`config.mk`:
```
export PLATFORM = sky130hd
export DESIGN_NAME = decode_stage
export DESIGN_NICKNAME = d
export VERILOG_FILES = /design/src/logic/decode_pkg.sv /design/src/logic/decode_stage.sv /design/src/logic/decode_skid.sv /design/src/logic/rv32_decoder.sv /design/src/logic/rvc_expander.sv
export VERILOG_INCLUDE_DIRS = /design/src /design/src/logic
export SDC_FILE = /design/constraint.sdc
export NUM_CORES = 1
export LEC_CHECK = 0
export BUFFER_PORTS_ARGS = -buffer_cell sky130_fd_sc_hd__buf_2
export CORE_UTILIZATION = 25
export CTS_CLUSTER_DIAMETER = 50
export DETAILED_ROUTE_END_ITERATION = 10
export PLACE_DENSITY = 0.52
export SYNTH_ARGS = -nofsm -noshare
export SYNTH_HDL_FRONTEND = slang
export SYNTH_SLANG_ARGS = --single-unit
```
`constraint.sdc`:
```
create_clock -name clk -period 8.3 [get_ports clk]
set_input_delay 0.83 -clock clk [delete_from_list [all_inputs] [get_ports clk]]
set_output_delay 0.83 -clock clk [all_outputs]
set_load 0.02 [all_outputs]
```
`src/logic/decode_consts.svh`:
```
`ifndef DECODE_CONSTS_SVH
`define DECODE_CONSTS_SVH

`define XLEN      32
`define REG_IDX_W 5

// rv32 major opcodes.
`define OPC_LUI      7'b0110111
`define OPC_AUIPC    7'b0010111
`define OPC_OP       7'b0110011
`define OPC_OP_IMM   7'b0010011
`define OPC_LOAD     7'b0000011
`define OPC_STORE    7'b0100011
`define OPC_JAL      7'b1101111
`define OPC_JALR     7'b1100111
`define OPC_BRANCH   7'b1100011
`define OPC_SYSTEM   7'b1110011
`define OPC_MISC_MEM 7'b0001111

`endif
```
`src/logic/decode_pkg.sv`:
```
`include "decode_consts.svh"

package decode_pkg;

    typedef logic [`XLEN-1:0]      word_t;
    typedef logic [31:0]           instr_t;
    typedef logic [15:0]           cinstr_t;
    typedef logic [`REG_IDX_W-1:0] reg_idx_t;

    typedef enum logic [2:0] {
        FU_NONE,
        FU_ALU,
        FU_MDU,
        FU_LOAD,
        FU_STORE,
        FU_BU,
        FU_CSR
    } fu_e;

    // zero is the empty operation.
    typedef enum logic [5:0] {
        OP_NONE = 6'd0,
        ALU_ADD,
        ALU_SUB,
        ALU_SLL,
        ALU_LT,
        ALU_LTU,
        ALU_XOR,
        ALU_SRL,
        ALU_SRA,
        ALU_OR,
        ALU_AND,
        ALU_EQ,
        ALU_NE,
        ALU_GE,
        ALU_GEU,
        MDU_MUL,
        MDU_MULH,
        MDU_MULHSU,
        MDU_MULHU,
        MDU_DIV,
        MDU_DIVU,
        MDU_REM,
        MDU_REMU,
        LSU_LB,
        LSU_LH,
        LSU_LW,
        LSU_LBU,
        LSU_LHU,
        LSU_SB,
        LSU_SH,
        LSU_SW,
        CF_JAL,
        CF_JALR,
        CF_ECALL,
        CF_MRET,
        CF_FENCE,
        CF_FENCE_I,
        CSR_WRITE,
        CSR_READ,
        CSR_SET,
        CSR_CLEAR
    } op_e;

endpackage

```
`src/logic/decode_stage.sv`:
```
`timescale 1ns/1ns

module decode_stage (
    input  logic                 clk,
    input  logic                 rst_n,
    input  logic                 flush,
    input  logic                 in_valid,
    output logic                 in_ready,
    input  decode_pkg::word_t    in_pc,
    input  decode_pkg::instr_t   in_instr,
    output logic                 out_valid,
    input  logic                 out_ready,
    output decode_pkg::word_t    out_pc,
    output decode_pkg::fu_e      out_fu,
    output decode_pkg::op_e      out_op,
    output decode_pkg::reg_idx_t out_rd,
    output decode_pkg::reg_idx_t out_rs1,
    output decode_pkg::reg_idx_t out_rs2,
    output decode_pkg::word_t    out_imm,
    output logic                 out_use_imm,
    output logic                 out_use_pc,
    output logic                 out_use_zimm,
    output logic                 out_is_rv16,
    output logic                 out_illegal
);

    logic                 is_rv16;
    logic                 rvc_err;
    decode_pkg::instr_t   exp_instr;
    decode_pkg::instr_t   dec_instr;
    decode_pkg::word_t    d_pc;
    decode_pkg::fu_e      d_fu;
    decode_pkg::op_e      d_op;
    decode_pkg::reg_idx_t d_rd;
    decode_pkg::reg_idx_t d_rs1;
    decode_pkg::reg_idx_t d_rs2;
    decode_pkg::word_t    d_imm;
    logic                 d_use_imm;
    logic                 d_use_pc;
    logic                 d_use_zimm;
    logic                 d_is_rv16;
    logic                 d_illegal;

    assign is_rv16   = (in_instr[1:0] != 2'b11);
    assign dec_instr = is_rv16 ? exp_instr : in_instr;

    rvc_expander rvc_expander_i (
        .cinstr  (in_instr[15:0]),
        .instr   (exp_instr),
        .rvc_err (rvc_err)
    );

    rv32_decoder rv32_decoder_i (
        .id_pc       (in_pc),
        .instr       (dec_instr),
        .is_rv16     (is_rv16),
        .rv16_err    (is_rv16 & rvc_err), // only valid for compressed words.
        .pc          (d_pc),
        .fu          (d_fu),
        .op          (d_op),
        .rd          (d_rd),
        .rs1         (d_rs1),
        .rs2         (d_rs2),
        .imm         (d_imm),
        .use_imm     (d_use_imm),
        .use_pc      (d_use_pc),
        .use_zimm    (d_use_zimm),
        .is_rv16_out (d_is_rv16),
        .rv32_err    (d_illegal)
    );

    decode_skid decode_skid_i (
        .clk          (clk),
        .rst_n        (rst_n),
        .flush        (flush),
        .in_valid     (in_valid),
        .in_ready     (in_ready),
        .in_pc        (d_pc),
        .in_fu        (d_fu),
        .in_op        (d_op),
        .in_rd        (d_rd),
        .in_rs1       (d_rs1),
        .in_rs2       (d_rs2),
        .in_imm       (d_imm),
        .in_use_imm   (d_use_imm),
        .in_use_pc    (d_use_pc),
        .in_use_zimm  (d_use_zimm),
        .in_is_rv16   (d_is_rv16),
        .in_illegal   (d_illegal),
        .out_valid    (out_valid),
        .out_ready    (out_ready),
        .out_pc       (out_pc),
        .out_fu       (out_fu),
        .out_op       (out_op),
        .out_rd       (out_rd),
        .out_rs1      (out_rs1),
        .out_rs2      (out_rs2),
        .out_imm      (out_imm),
        .out_use_imm  (out_use_imm),
        .out_use_pc   (out_use_pc),
        .out_use_zimm (out_use_zimm),
        .out_is_rv16  (out_is_rv16),
        .out_illegal  (out_illegal)
    );

endmodule

```
`src/logic/decode_skid.sv`:
```
`timescale 1ns/1ns

module decode_skid (
    input  logic                 clk,
    input  logic                 rst_n,
    input  logic                 flush,
    input  logic                 in_valid,
    output logic                 in_ready,
    input  decode_pkg::word_t    in_pc,
    input  decode_pkg::fu_e      in_fu,
    input  decode_pkg::op_e      in_op,
    input  decode_pkg::reg_idx_t in_rd,
    input  decode_pkg::reg_idx_t in_rs1,
    input  decode_pkg::reg_idx_t in_rs2,
    input  decode_pkg::word_t    in_imm,
    input  logic                 in_use_imm,
    input  logic                 in_use_pc,
    input  logic                 in_use_zimm,
    input  logic                 in_is_rv16,
    input  logic                 in_illegal,
    output logic                 out_valid,
    input  logic                 out_ready,
    output decode_pkg::word_t    out_pc,
    output decode_pkg::fu_e      out_fu,
    output decode_pkg::op_e      out_op,
    output decode_pkg::reg_idx_t out_rd,
    output decode_pkg::reg_idx_t out_rs1,
    output decode_pkg::reg_idx_t out_rs2,
    output decode_pkg::word_t    out_imm,
    output logic                 out_use_imm,
    output logic                 out_use_pc,
    output logic                 out_use_zimm,
    output logic                 out_is_rv16,
    output logic                 out_illegal
);

    localparam int REC_W = 2 * $bits(decode_pkg::word_t) + 3 * $bits(decode_pkg::reg_idx_t)
                         + $bits(decode_pkg::fu_e) + $bits(decode_pkg::op_e) + 5;

    logic [REC_W-1:0]                   in_rec;
    logic [REC_W-1:0]                   main_rec;
    logic [REC_W-1:0]                   skid_rec;
    logic                               main_valid;
    logic                               skid_valid;
    logic                               main_load;
    logic [$bits(decode_pkg::fu_e)-1:0] fu_bits;
    logic [$bits(decode_pkg::op_e)-1:0] op_bits;

    assign in_rec = {in_pc, in_fu, in_op, in_rd, in_rs1, in_rs2, in_imm,
                     in_use_imm, in_use_pc, in_use_zimm, in_is_rv16, in_illegal};

    assign in_ready  = ~skid_valid; // straight from a flop.
    assign out_valid = main_valid;
    assign main_load = ~main_valid | out_ready;

    always_ff @(posedge clk) begin
        if (!rst_n || flush) begin
            main_valid <= 1'b0;
            skid_valid <= 1'b0;
        end else if (main_load) begin
            main_valid <= skid_valid | in_valid; // skid drains first.
            skid_valid <= 1'b0;
        end else if (in_valid && in_ready) begin
            skid_valid <= 1'b1;
        end
    end

    always_ff @(posedge clk) begin
        if (main_load) main_rec <= skid_valid ? skid_rec : in_rec;
        if (!main_load && in_ready) skid_rec <= in_rec;
    end

    assign {out_pc, fu_bits, op_bits, out_rd, out_rs1, out_rs2, out_imm,
            out_use_imm, out_use_pc, out_use_zimm, out_is_rv16, out_illegal} = main_rec;
    assign out_fu = decode_pkg::fu_e'(fu_bits);
    assign out_op = decode_pkg::op_e'(op_bits);

endmodule

```
`src/logic/rv32_decoder.sv`:
```
`timescale 1ns/1ns
`include "decode_consts.svh"

module rv32_decoder (
    input  decode_pkg::word_t    id_pc,
    input  decode_pkg::instr_t   instr,
    input  logic                 is_rv16,
    input  logic                 rv16_err,
    output decode_pkg::word_t    pc,
    output decode_pkg::fu_e      fu,
    output decode_pkg::op_e      op,
    output decode_pkg::reg_idx_t rd,
    output decode_pkg::reg_idx_t rs1,
    output decode_pkg::reg_idx_t rs2,
    output decode_pkg::word_t    imm,
    output logic                 use_imm,
    output logic                 use_pc,
    output logic                 use_zimm,
    output logic                 is_rv16_out,
    output logic                 rv32_err
);

    decode_pkg::word_t imm_u;
    decode_pkg::word_t imm_i;
    decode_pkg::word_t imm_s;
    decode_pkg::word_t imm_b;
    decode_pkg::word_t imm_j;
    logic [2:0]        funct3;
    logic [6:0]        funct7;

    assign imm_u  = {instr[31:12], 12'b0};
    assign imm_i  = {{20{instr[31]}}, instr[31:20]};
    assign imm_s  = {{20{instr[31]}}, instr[31:25], instr[11:7]};
    assign imm_b  = {{20{instr[31]}}, instr[7], instr[30:25], instr[11:8], 1'b0};
    assign imm_j  = {{12{instr[31]}}, instr[19:12], instr[20], instr[30:21], 1'b0};
    assign funct3 = instr[14:12];
    assign funct7 = instr[31:25];

    always_comb begin
        pc          = id_pc;
        is_rv16_out = is_rv16;
        fu          = decode_pkg::FU_NONE;
        op          = decode_pkg::OP_NONE;
        rd          = '0;
        rs1         = '0;
        rs2         = '0;
        imm         = imm_i;
        use_imm     = 1'b0;
        use_pc      = 1'b0;
        use_zimm    = 1'b0;
        rv32_err    = rv16_err; // expander error carried through.
        case (instr[6:0])
            `OPC_LUI, `OPC_AUIPC: begin
                imm     = imm_u;
                use_imm = 1'b1;
                use_pc  = (instr[6:0] == `OPC_AUIPC);
                fu      = decode_pkg::FU_ALU;
                op      = decode_pkg::ALU_ADD;
                rd      = instr[11:7];
            end
            `OPC_OP: begin
                rs1 = instr[19:15];
                rs2 = instr[24:20];
                rd  = instr[11:7];
                fu  = (funct7 == 7'b0000001) ? decode_pkg::FU_MDU : decode_pkg::FU_ALU;
                case ({funct7, funct3})
                    {7'h00, 3'd0}: op = decode_pkg::ALU_ADD;
                    {7'h20, 3'd0}: op = decode_pkg::ALU_SUB;
                    {7'h00, 3'd1}: op = decode_pkg::ALU_SLL;
                    {7'h00, 3'd2}: op = decode_pkg::ALU_LT;
                    {7'h00, 3'd3}: op = decode_pkg::ALU_LTU;
                    {7'h00, 3'd4}: op = decode_pkg::ALU_XOR;
                    {7'h00, 3'd5}: op = decode_pkg::ALU_SRL;
                    {7'h20, 3'd5}: op = decode_pkg::ALU_SRA;
                    {7'h00, 3'd6}: op = decode_pkg::ALU_OR;
                    {7'h00, 3'd7}: op = decode_pkg::ALU_AND;
                    {7'h01, 3'd0}: op = decode_pkg::MDU_MUL;
                    {7'h01, 3'd1}: op = decode_pkg::MDU_MULH;
                    {7'h01, 3'd2}: op = decode_pkg::MDU_MULHSU;
                    {7'h01, 3'd3}: op = decode_pkg::MDU_MULHU;
                    {7'h01, 3'd4}: op = decode_pkg::MDU_DIV;
                    {7'h01, 3'd5}: op = decode_pkg::MDU_DIVU;
                    {7'h01, 3'd6}: op = decode_pkg::MDU_REM;
                    {7'h01, 3'd7}: op = decode_pkg::MDU_REMU;
                    default: rv32_err = 1'b1;
                endcase
            end
            `OPC_OP_IMM: begin
                fu      = decode_pkg::FU_ALU;
                use_imm = 1'b1;
                rs1     = instr[19:15];
                rd      = instr[11:7];
                case (funct3)
                    3'd0: op = decode_pkg::ALU_ADD;
                    3'd2: op = decode_pkg::ALU_LT;
                    3'd3: op = decode_pkg::ALU_LTU;
                    3'd4: op = decode_pkg::ALU_XOR;
                    3'd6: op = decode_pkg::ALU_OR;
                    3'd7: op = decode_pkg::ALU_AND;
                    3'd1: begin
                        op       = decode_pkg::ALU_SLL;
                        rv32_err = (funct7 != 7'h00);
                    end
                    default: begin // shift right, funct7 picks arithmetic.
                        op       = funct7[5] ? decode_pkg::ALU_SRA : decode_pkg::ALU_SRL;
                        rv32_err = ({funct7[6], funct7[4:0]} != '0);
                    end
                endcase
                rv32_err = rv32_err | rv16_err;
            end
            `OPC_LOAD: begin
                fu  = decode_pkg::FU_LOAD;
                rs1 = instr[19:15];
                rd  = instr[11:7];
                case (funct3)
                    3'd0: op = decode_pkg::LSU_LB;
                    3'd1: op = decode_pkg::LSU_LH;
                    3'd2: op = decode_pkg::LSU_LW;
                    3'd4: op = decode_pkg::LSU_LBU;
                    3'd5: op = decode_pkg::LSU_LHU;
                    default: rv32_err = 1'b1;
                endcase
            end
            `OPC_STORE: begin
                imm = imm_s;
                fu  = decode_pkg::FU_STORE;
                rs1 = instr[19:15];
                rs2 = instr[24:20];
                case (funct3)
                    3'd0: op = decode_pkg::LSU_SB;
                    3'd1: op = decode_pkg::LSU_SH;
                    3'd2: op = decode_pkg::LSU_SW;
                    default: rv32_err = 1'b1;
                endcase
            end
            `OPC_JAL: begin
                imm = imm_j;
                fu  = decode_pkg::FU_BU;
                op  = decode_pkg::CF_JAL;
                rd  = instr[11:7];
            end
            `OPC_JALR: begin
                fu  = decode_pkg::FU_BU;
                op  = decode_pkg::CF_JALR;
                rs1 = instr[19:15];
                rd  = instr[11:7];
                if (funct3 != 3'd0) rv32_err = 1'b1;
            end
            `OPC_BRANCH: begin
                imm = imm_b;
                fu  = decode_pkg::FU_BU;
                rs1 = instr[19:15];
                rs2 = instr[24:20];
                case (funct3)
                    3'd0: op = decode_pkg::ALU_EQ;
                    3'd1: op = decode_pkg::ALU_NE;
                    3'd4: op = decode_pkg::ALU_LT;
                    3'd5: op = decode_pkg::ALU_GE;
                    3'd6: op = decode_pkg::ALU_LTU;
                    3'd7: op = decode_pkg::ALU_GEU;
                    default: rv32_err = 1'b1;
                endcase
            end
            `OPC_SYSTEM: begin
                fu  = decode_pkg::FU_CSR;
                rs1 = instr[19:15];
                rd  = instr[11:7];
                if (funct3 == 3'd0) begin
                    if ({instr[19:15], instr[11:7]} != '0) begin
                        rv32_err = 1'b1;
                    end else begin
                        case (instr[31:20])
                            12'h000: op = decode_pkg::CF_ECALL;
                            12'h001, 12'h105: ; // ebreak and wfi pass as no-ops.
                            12'h302: op = decode_pkg::CF_MRET;
                            default: rv32_err = 1'b1;
                        endcase
                    end
                end else begin
                    use_zimm = funct3[2];
                    case (funct3[1:0])
                        2'd1: op = decode_pkg::CSR_WRITE;
                        2'd2: op = (rs1 == '0) ? decode_pkg::CSR_READ : decode_pkg::CSR_SET;
                        2'd3: op = (rs1 == '0) ? decode_pkg::CSR_READ : decode_pkg::CSR_CLEAR;
                        default: rv32_err = 1'b1;
                    endcase
                end
            end
            `OPC_MISC_MEM: begin
                fu = decode_pkg::FU_CSR;
                case (funct3)
                    3'd0: op = decode_pkg::CF_FENCE;
                    3'd1: op = decode_pkg::CF_FENCE_I;
                    default: rv32_err = 1'b1;
                endcase
            end
            default: rv32_err = 1'b1;
        endcase
    end

endmodule

```
`src/logic/rvc_expander.sv`:
```
`timescale 1ns/1ns
`include "decode_consts.svh"

module rvc_expander (
    input  decode_pkg::cinstr_t cinstr,
    output decode_pkg::instr_t  instr,
    output logic                rvc_err
);

    logic [4:0]  rd_full;
    logic [4:0]  rs2_full;
    logic [4:0]  rs1_p;
    logic [4:0]  rs2_p;
    logic [11:0] imm6_sx;
    logic [20:0] j_off;
    logic [12:0] b_off;

    assign rd_full  = cinstr[11:7];
    assign rs2_full = cinstr[6:2];
    assign rs1_p    = {2'b01, cinstr[9:7]}; // x8..x15.
    assign rs2_p    = {2'b01, cinstr[4:2]};
    assign imm6_sx  = {{7{cinstr[12]}}, cinstr[6:2]};

    // scrambled c.j / c.jal offset.
    assign j_off = {{10{cinstr[12]}}, cinstr[8], cinstr[10:9], cinstr[6], cinstr[7],
                    cinstr[2], cinstr[11], cinstr[5:3], 1'b0};
    assign b_off = {{5{cinstr[12]}}, cinstr[6:5], cinstr[2], cinstr[11:10], cinstr[4:3], 1'b0};

    always_comb begin
        instr   = '0;
        rvc_err = 1'b0;
        case ({cinstr[1:0], cinstr[15:13]})
            5'b00_000: begin // c.addi4spn
                instr = {2'b00, cinstr[10:7], cinstr[12:11], cinstr[5], cinstr[6], 2'b00,
                         5'd2, 3'b000, rs2_p, `OPC_OP_IMM};
                rvc_err = (cinstr[12:5] == '0);
            end
            5'b00_010: instr = {5'b0, cinstr[5], cinstr[12:10], cinstr[6], 2'b00,
                                rs1_p, 3'b010, rs2_p, `OPC_LOAD};
            5'b00_110: instr = {5'b0, cinstr[5], cinstr[12], rs2_p, rs1_p, 3'b010,
                                cinstr[11:10], cinstr[6], 2'b00, `OPC_STORE};
            5'b01_000: instr = {imm6_sx, rd_full, 3'b000, rd_full, `OPC_OP_IMM};
            5'b01_001: instr = {j_off[20], j_off[10:1], j_off[11], j_off[19:12], 5'd1, `OPC_JAL};
            5'b01_010: instr = {imm6_sx, 5'd0, 3'b000, rd_full, `OPC_OP_IMM};
            5'b01_011: begin
                rvc_err = ({cinstr[12], cinstr[6:2]} == '0);
                if (rd_full == 5'd2) begin // c.addi16sp.
                    instr = {{3{cinstr[12]}}, cinstr[4:3], cinstr[5], cinstr[2], cinstr[6],
                             4'b0000, 5'd2, 3'b000, 5'd2, `OPC_OP_IMM};
                end else begin
                    instr = {{15{cinstr[12]}}, cinstr[6:2], rd_full, `OPC_LUI};
                end
            end
            5'b01_100: begin
                case (cinstr[11:10])
                    2'b00: instr = {7'b0000000, cinstr[6:2], rs1_p, 3'b101, rs1_p, `OPC_OP_IMM};
                    2'b01: instr = {7'b0100000, cinstr[6:2], rs1_p, 3'b101, rs1_p, `OPC_OP_IMM};
                    2'b10: instr = {imm6_sx, rs1_p, 3'b111, rs1_p, `OPC_OP_IMM};
                    default: begin
                        case (cinstr[6:5])
                            2'b00: instr = {7'b0100000, rs2_p, rs1_p, 3'b000, rs1_p, `OPC_OP};
                            2'b01: instr = {7'b0000000, rs2_p, rs1_p, 3'b100, rs1_p, `OPC_OP};
                            2'b10: instr = {7'b0000000, rs2_p, rs1_p, 3'b110, rs1_p, `OPC_OP};
                            default: instr = {7'b0000000, rs2_p, rs1_p, 3'b111, rs1_p, `OPC_OP};
                        endcase
                    end
                endcase
                // shamt[5] and the rv64 word ops are reserved here.
                rvc_err = cinstr[12] && (cinstr[11:10] != 2'b10);
            end
            5'b01_101: instr = {j_off[20], j_off[10:1], j_off[11], j_off[19:12], 5'd0, `OPC_JAL};
            5'b01_110: instr = {b_off[12], b_off[10:5], 5'd0, rs1_p, 3'b000,
                                b_off[4:1], b_off[11], `OPC_BRANCH};
            5'b01_111: instr = {b_off[12], b_off[10:5], 5'd0, rs1_p, 3'b001,
                                b_off[4:1], b_off[11], `OPC_BRANCH};
            5'b10_000: begin
                instr   = {7'b0000000, cinstr[6:2], rd_full, 3'b001, rd_full, `OPC_OP_IMM};
                rvc_err = cinstr[12];
            end
            5'b10_010: begin
                instr   = {4'b0000, cinstr[3:2], cinstr[12], cinstr[6:4], 2'b00,
                           5'd2, 3'b010, rd_full, `OPC_LOAD};
                rvc_err = (rd_full == '0);
            end
            5'b10_100: begin
                if (!cinstr[12]) begin
                    if (rs2_full == '0) begin // c.jr
                        instr   = {12'h000, rd_full, 3'b000, 5'd0, `OPC_JALR};
                        rvc_err = (rd_full == '0);
                    end else begin
                        instr = {7'b0000000, rs2_full, 5'd0, 3'b000, rd_full, `OPC_OP};
                    end
                end else if (rs2_full != '0) begin
                    instr = {7'b0000000, rs2_full, rd_full, 3'b000, rd_full, `OPC_OP};
                end else if (rd_full == '0) begin
                    instr = {12'h001, 5'd0, 3'b000, 5'd0, `OPC_SYSTEM}; // ebreak.
                end else begin
                    instr = {12'h000, rd_full, 3'b000, 5'd1, `OPC_JALR}; // c.jalr
                end
            end
            5'b10_110: instr = {4'b0000, cinstr[8:7], cinstr[12], rs2_full, 5'd2, 3'b010,
                                cinstr[11:9], 2'b00, `OPC_STORE};
            default: rvc_err = 1'b1;
        endcase
        if (rvc_err) instr = '0;
    end

endmodule

```
==> results of run 1 <==
## registers in the layout, summed over array words and instances, names as in the netlist
register                  count
decode_skid_i.main_rec       93
decode_skid_i.out_valid       1
decode_skid_i.skid_rec       93
decode_skid_i.skid_valid      1
## final timing paths
check / to / start / slack [ps] / depth (start not counted)
setup reg to reg: decode_skid_i.skid_rec[22] / decode_skid_i.out_valid / 5670 / 3
setup / recovery: decode_skid_i.main_rec[55] / in_instr[15] / 3310 / 11
hold reg to reg: decode_skid_i.main_rec[14] / decode_skid_i.skid_rec[14] / 520 / 2
hold / removal: decode_skid_i.main_rec[14] / decode_skid_i.skid_rec[14] / 520 / 2
## stage by stage
step           hold slack [ps]  util (%)
6_report                   524      29.5
5_1_grt                    553      29.5
4_1_cts                    533      29.5
3_5_place_dp               514      28.2
3_3_place_gp               510      28.2
2_1_floorplan              498         -
## logic make-up after synthesis
| group | count (synthesis) | synth area share, % |
|---|---|---|
| AOI/OAI and AO/OA | 267 | 18.5 |
| adders and majority gates | 1 | 0.0945 |
| and+or+nand+nor | 320 | 15.7 |
| xor gates and xnor gates | 5 | 0.414 |
| buffers and inverters | 87 | 4.11 |
| muxes | 76 | 8.08 |
| DFF | 188 | 53.1 |
## power groups by stage
stage / sequential [W] / clock (W) / combinational, W
4_1_cts: 0.00112 / 0.000819 / 0.000419
5_1_grt: 0.00112 / 0.000851 / 0.000452
2_1_floorplan: 0.00119 / 0 / 0.000214
6_report: 0.00112 / 0.000792 / 0.000422
3_3_place_gp: 0.00114 / 0 / 0.000421
3_5_place_dp: 0.00114 / 0 / 0.000417
## critical path, stage by stage
cell and delay, ps:
buf_2 550, nor2b_1 620, nand4_1 290, o211ai_2 660, nor2_2 290, a22oi_2 620
nand2b_1 230, or3_1 120, a21oi_1 70, a2111oi_1 640, a31oi_1 190
## cell type report
cell class	count	area [sq um]	share of cell area [%]
Multi-Input combinational cell	669	4550	36.9
Clock buffer	19	433	3.51
Sequential cell	188	5630	45.6
Inverter	12	45.0	0.365
Tap cell	539	674	5.46
Clock inverter	11	123	0.993
Timing Repair Buffer	173	891	7.22
## cells in the mapped netlist, types with 11 or more instances
cell / count
o22ai_1: 14
mux2_2: 72
inv_1: 11
edfxtp_1: 186
nand2_1: 84
nor2_1: 84
nand4_1: 16
a22oi_1: 11
nor3_1: 20
a21oi_1: 54
nor2b_1: 16
clkbuf_1: 32
nand2b_1: 14
o21ai_0: 41
nand3_1: 20
buf_2: 27
o31ai_1: 28
## layer usage
layer | wire length (um) | vias up | global-route usage [%]
met4 | 888 | 0 | 5.85
li1 | - | 3898 | -
met3 | 2750 | 52 | 3.30
met2 | 15900 | 462 | 24.8
met1 | 15900 | 4246 | 23.1
met5 | 0 | - | 0
==> results by group, run 1 <==
Logic synthesis
  – Cell Area, Synth: 10600 sq um
  – Sequential fraction of the synthesis area: 53.1%
  – Most used DFF post-synth: edfxtp_1
  – Post-synth net total: 1013
  – FF+latch count, synth: 188
  – Post-synth EDFFs: 186
  – Synth area leaders: edfxtp_1 53%, mux2_2 7.7%, nand2_1 3.0%, nor2_1 3.0%, a21oi_1 2.6%
  – Unique masters post-synth: 100
  – Mean Syn Cell Area: 11.2 sq um
  – Synth Warn #: 0
  – Async set-or-reset flop fraction in the synthesized netlist: 0%
  – Top-area cell type share of the netlist area: 52.7%
  – Area leader, netlist: edfxtp_1
  – Cells after Synth: 944

Place
  – GP Congestion: 0.904
  – Hpwl dp: 25.1 mm
  – Placed Area: 11800 sq um
  – Placed instance count: 1581
  – Input/output buffers: 163
  – Pre-CTS setup slack: 2960 ps

Timing
  – Skew final: 15.3 ps
  – Final hold viol count: 0
  – Final Worst Setup Slack: 3310 ps
  – Final Max Tran Viols: 0
  – Tightest Pin Transition: 1170 ps
  – Final setup viols: 0
  – Sum Neg Setup Slack: 0 ps
  – Slew headroom: 21.7%
  – Unrepaired setup endpoints after global routing: false
  – Final period util: 60.2%
  – Post-layout minimum cycle time: 4990 ps
  – Fmax: 200 MHz

Pwr
  – Flop pwr share: 47.9%
  – Switch Pwr: 0.000657 W
  – Clock power share: 34.0%
  – Comb pwr share: 18.1%
  – Cell area power density: 189 nW/um^2
  – Sw Ratio: 28.2%
  – Peak VDD IR: 0.142 mV
  – P_leak: 4.59 nW
  – Total power: 0.00233 W
  – Int Power: 0.00167 W

Final layout
  – Syn-to-layout area delta: 16.6%
  – Share of layout cells above drive strength 1: 29.9%
  – Antenna diodes: 0
  – Commonest non-fill, non-tap cell in the layout: edfxtp_1
  – Design area: 12300 sq um
  – Most frequent cells in the layout: 186 x edfxtp_1, 163 x buf_2, 84 x nand2_1, 83 x nor2_1, 72 x mux2_2
  – Fill count: 4366
  – Layout Cells excl Fill: 1611
  – Nets: 1130

Job
  – Total of max-cap violations: 0

Floorplanning
  – CORE AREA: 41900 sq um
  – Die Y: 208 um
  – DIE WIDTH: 208 um
  – I/O Pins: 164
  – Starting density of the core: 25.3%
  – Die ar.: 43200 sq um
  – # rows: 75

Critical path
  – Critical path class: primary input to register
  – CP Data Required Time: 8450 ps
  – Critical Path Fanout Max: 39
  – Setup crit end kind: register
  – Arrival time at the worst endpoint: 5150 ps
  – Startpoint Class: primary input

Clock network
  – Root Driver: clkbuf_16
  – Clock Pin Slew Worst Setup and Hold Paths: 70 ps
  – Hold-fix buffers at CTS: 0
  – TritonCTS clock tree: done
  – Max clock buf depth: 2
  – Later-pin clock latency in the skew report: 450 ps
  – Clock sinks: 188
  – Post-CTS Repair Setup Buffers: 0
  – # H-tree levels: 4
  – Post-CTS sizing: 0
  – Cts bufs inserted: 17

Drt
  – Vias per cell: 5.37
  – DRT Pass-1 Iters: 5
  – Antenna violation net count after detailed routing: 0
  – WL per Instance: 22.0 um
  – DRT iter0 DRCs: 844
  – Number of remaining DRC errors: 0
  – Wirelength, routed: 35.4 mm
  – Via count: 8658

GRT
  – Gr ovfl total: 0
  – Vias in the first global route: 8361
  – GRT Util Overall: 16.4%
  – Antenna violations before repair: 0
  – Largest net degree at the start of global routing: 77
  – Global-route wire length before repair: 54.0 mm

Min path
  – Hold Crit Class: register to register

Outcome
  – Status: finished, final reports clean
Note: power is estimated with default switching activity, not from simulation.
==> run 2, diff against run 1 <==
- PLACE_DENSITY: 0.52 -> 0.53
- clock period: 8.3 -> 4.25 ns (I/O delays scaled with it)
==> results by group, run 2 (synthesized netlist as in run 1, its figures left out) <==
Outcome
  – Status: finished, final reports clean

Drt
  – Metal3 WL: 2.33 mm (-15%)
  – Vias per cell: 5.26 (-2.2%)
  – DR top layer: met4
  – Met2 WL: 15.6 mm (-1.8%)
  – Antenna violation net count after detailed routing: 0 (unchanged)
  – Wirelength, routed: 34.9 mm (-1.4%)
  – Number of remaining DRC errors: 0 (unchanged)
  – Via count: 8908 (+2.9%)
  – DRT iter0 DRCs: 1021 (+21%)
  – WL met1: 16.2 mm (+2.1%)
  – WL per Instance: 20.6 um (-6.3%)
  – DRT Pass-1 Iters: 5 (unchanged)

Final layout
  – Syn-to-layout area delta: 22.9%
  – Largest regs: decode_skid_i.main_rec: 93 flops, decode_skid_i.skid_rec: 93 flops
  – Commonest non-fill, non-tap cell in the layout: edfxtp_1
  – Fin util: 31.1% (+1.6 points)
  – Nets: 1211 (+7.2%)
  – Most frequent cells in the layout: 186 x edfxtp_1, 163 x buf_2, 89 x buf_4, 84 x nand2_1, 83 x nor2_1
  – Share of layout cells above drive strength 1: 35.0% (+5.0 points)
  – Layout Cells excl Fill: 1695 (+5.2%)

Clock network
  – Later-pin clock latency in the skew report: 430 ps (-20 ps)
  – Root Driver: clkbuf_16
  – Post-CTS Repair Setup Buffers: 0 (unchanged)
  – Clock sinks: 188 (unchanged)
  – Cts bufs inserted: 17 (unchanged)
  – Clock Pin Slew Worst Setup and Hold Paths: 70 ps (about the same)
  – Hold-fix buffers at CTS: 0 (unchanged)
  – # H-tree levels: 4 (unchanged)
  – Post-CTS sizing: 0 (unchanged)
  – Max clock buf depth: 2 (unchanged)
  – TritonCTS clock tree: done

Floorplanning
  – I/O Pins: 164 (unchanged)
  – # rows: 75 (unchanged)
  – DIE WIDTH: 208 um (unchanged)
  – Starting density of the core: 25.3% (unchanged)
  – Die ar.: 43200 sq um (unchanged)
  – Die Y: 208 um (unchanged)
  – CORE AREA: 41900 sq um (unchanged)

Critical path
  – Setup crit end kind: register
  – Crit path cell chain: buf_2, mux2_2, a41oi_2, and3_1, nand2_1, o22ai_1, nand2b_1, buf_4, o221ai_1, o21ai_0, o2111ai_1, mux2_2
  – Arrival time at the worst endpoint: 3840 ps (-1310 ps)
  – Cell mode on critical path: mux2_2
  – CP Data Required Time: 4430 ps (-4020 ps)
  – Critical Path Fanout Max: 20 (-49%)
  – Critical Path Max Stage Delay: 420 ps (-240 ps)
  – Startpoint Class: primary input
  – Slowest CP cell: mux2_2
  – Critical path class: primary input to register

GRT
  – Gr ovfl total: 0 (unchanged)
  – Global-route wire length before repair: 53.7 mm (-0.42%)
  – Antenna violations before repair: 1 (+1)
  – Vias in the first global route: 8496 (+1.6%)
  – GRT Util Overall: 16.1% (-0.33 points)
  – Largest net degree at the start of global routing: 76 (-1.3%)

Timing
  – Unrepaired setup endpoints after global routing: false
  – Slew headroom: 23.4% (+1.7 points)
  – Final Max Tran Viols: 0 (unchanged)
  – Tightest Pin Transition: 1140 ps (-24.8 ps)
  – Final period util: 86.0%
  – Sum Neg Setup Slack: 0 ps (unchanged)
  – Final hold viol count: 0 (unchanged)
  – Skew final: 5.60 ps (-9.68 ps)
  – Fmax: 274 MHz
  – Final setup viols: 0 (unchanged)
  – Post-layout minimum cycle time: 3650 ps

Pwr
  – P_leak: 5.02 nW (+9.3%)
  – Cell area power density: 360 nW/um^2 (+91%)
  – Peak VDD IR: 0.245 mV (+73%)

Place
  – GP Congestion: 0.951 (+5.2%)
  – Hpwl dp: 26.3 mm (+4.5%)
  – Placed instance count: 1662 (+5.1%)
  – Input/output buffers: 163 (unchanged)

Min path
  – Hold Crit Class: primary input to register

Job
  – Total of max-cap violations: 0 (unchanged)
-- run 2: area by class of cell --
class,count,area [sq um]
fillers,4320,28800
flip-flops and latches,188,5630
multi-input cells,669,4550
repair buffers,254,1520
well taps,539,674
clock buffers,17,425
clock inverters,15,170
inverters,12,45.0
diodes,1,2.50
-- run 2: routing by layer --
metal | vias to the layer above | global-route usage, %
li1 | 4072 | -
met1 | 4325 | 23.1
met2 | 455 | 25.0
met3 | 56 | 2.13
met4 | 0 | 4.83
met5 | - | 0
-- run 2: stage by stage --
stage          setup slack, ps  total power (W)  area (sq um)  hold slack [ps]
6_report                   596          0.00468         13000              188
5_1_grt                    439          0.00488         13000              160
4_1_cts                    711          0.00473         13000              163
3_5_place_dp               264          0.00310         12400              515
3_3_place_gp               127          0.00311         12400              511
2_1_floorplan              130          0.00274         10600              498
-- run 2: path summary, 6_finish.rpt --
path / end / depth (start not counted) / startpoint / slack, ps
worst max-delay path: decode_skid_i.main_rec[52] / 12 / in_instr[0] / 600
worst min register to register: decode_skid_i.main_rec[10] / 2 / decode_skid_i.skid_rec[10] / 530
worst max register to register: decode_skid_i.main_rec[36] / 4 / decode_skid_i.skid_valid / 2030
worst min-delay path: decode_skid_i.skid_rec[77] / 1 / in_pc[16] / 190
-- run 2: worst max-delay path, delay by kind of cell --
kind | cells | cell delay [ps]
mux | 2 | 760
compound gates | 5 | 1090
simple gates | 3 | 1000
buf+inv | 2 | 550
-- run 2: power by group --
group	internal, W	total, W	switching [W]
Combinational	0.000314	0.000889	0.000575
Sequential	0.00215	0.00218	0.0000298
Clock	0.000927	0.00161	0.000685
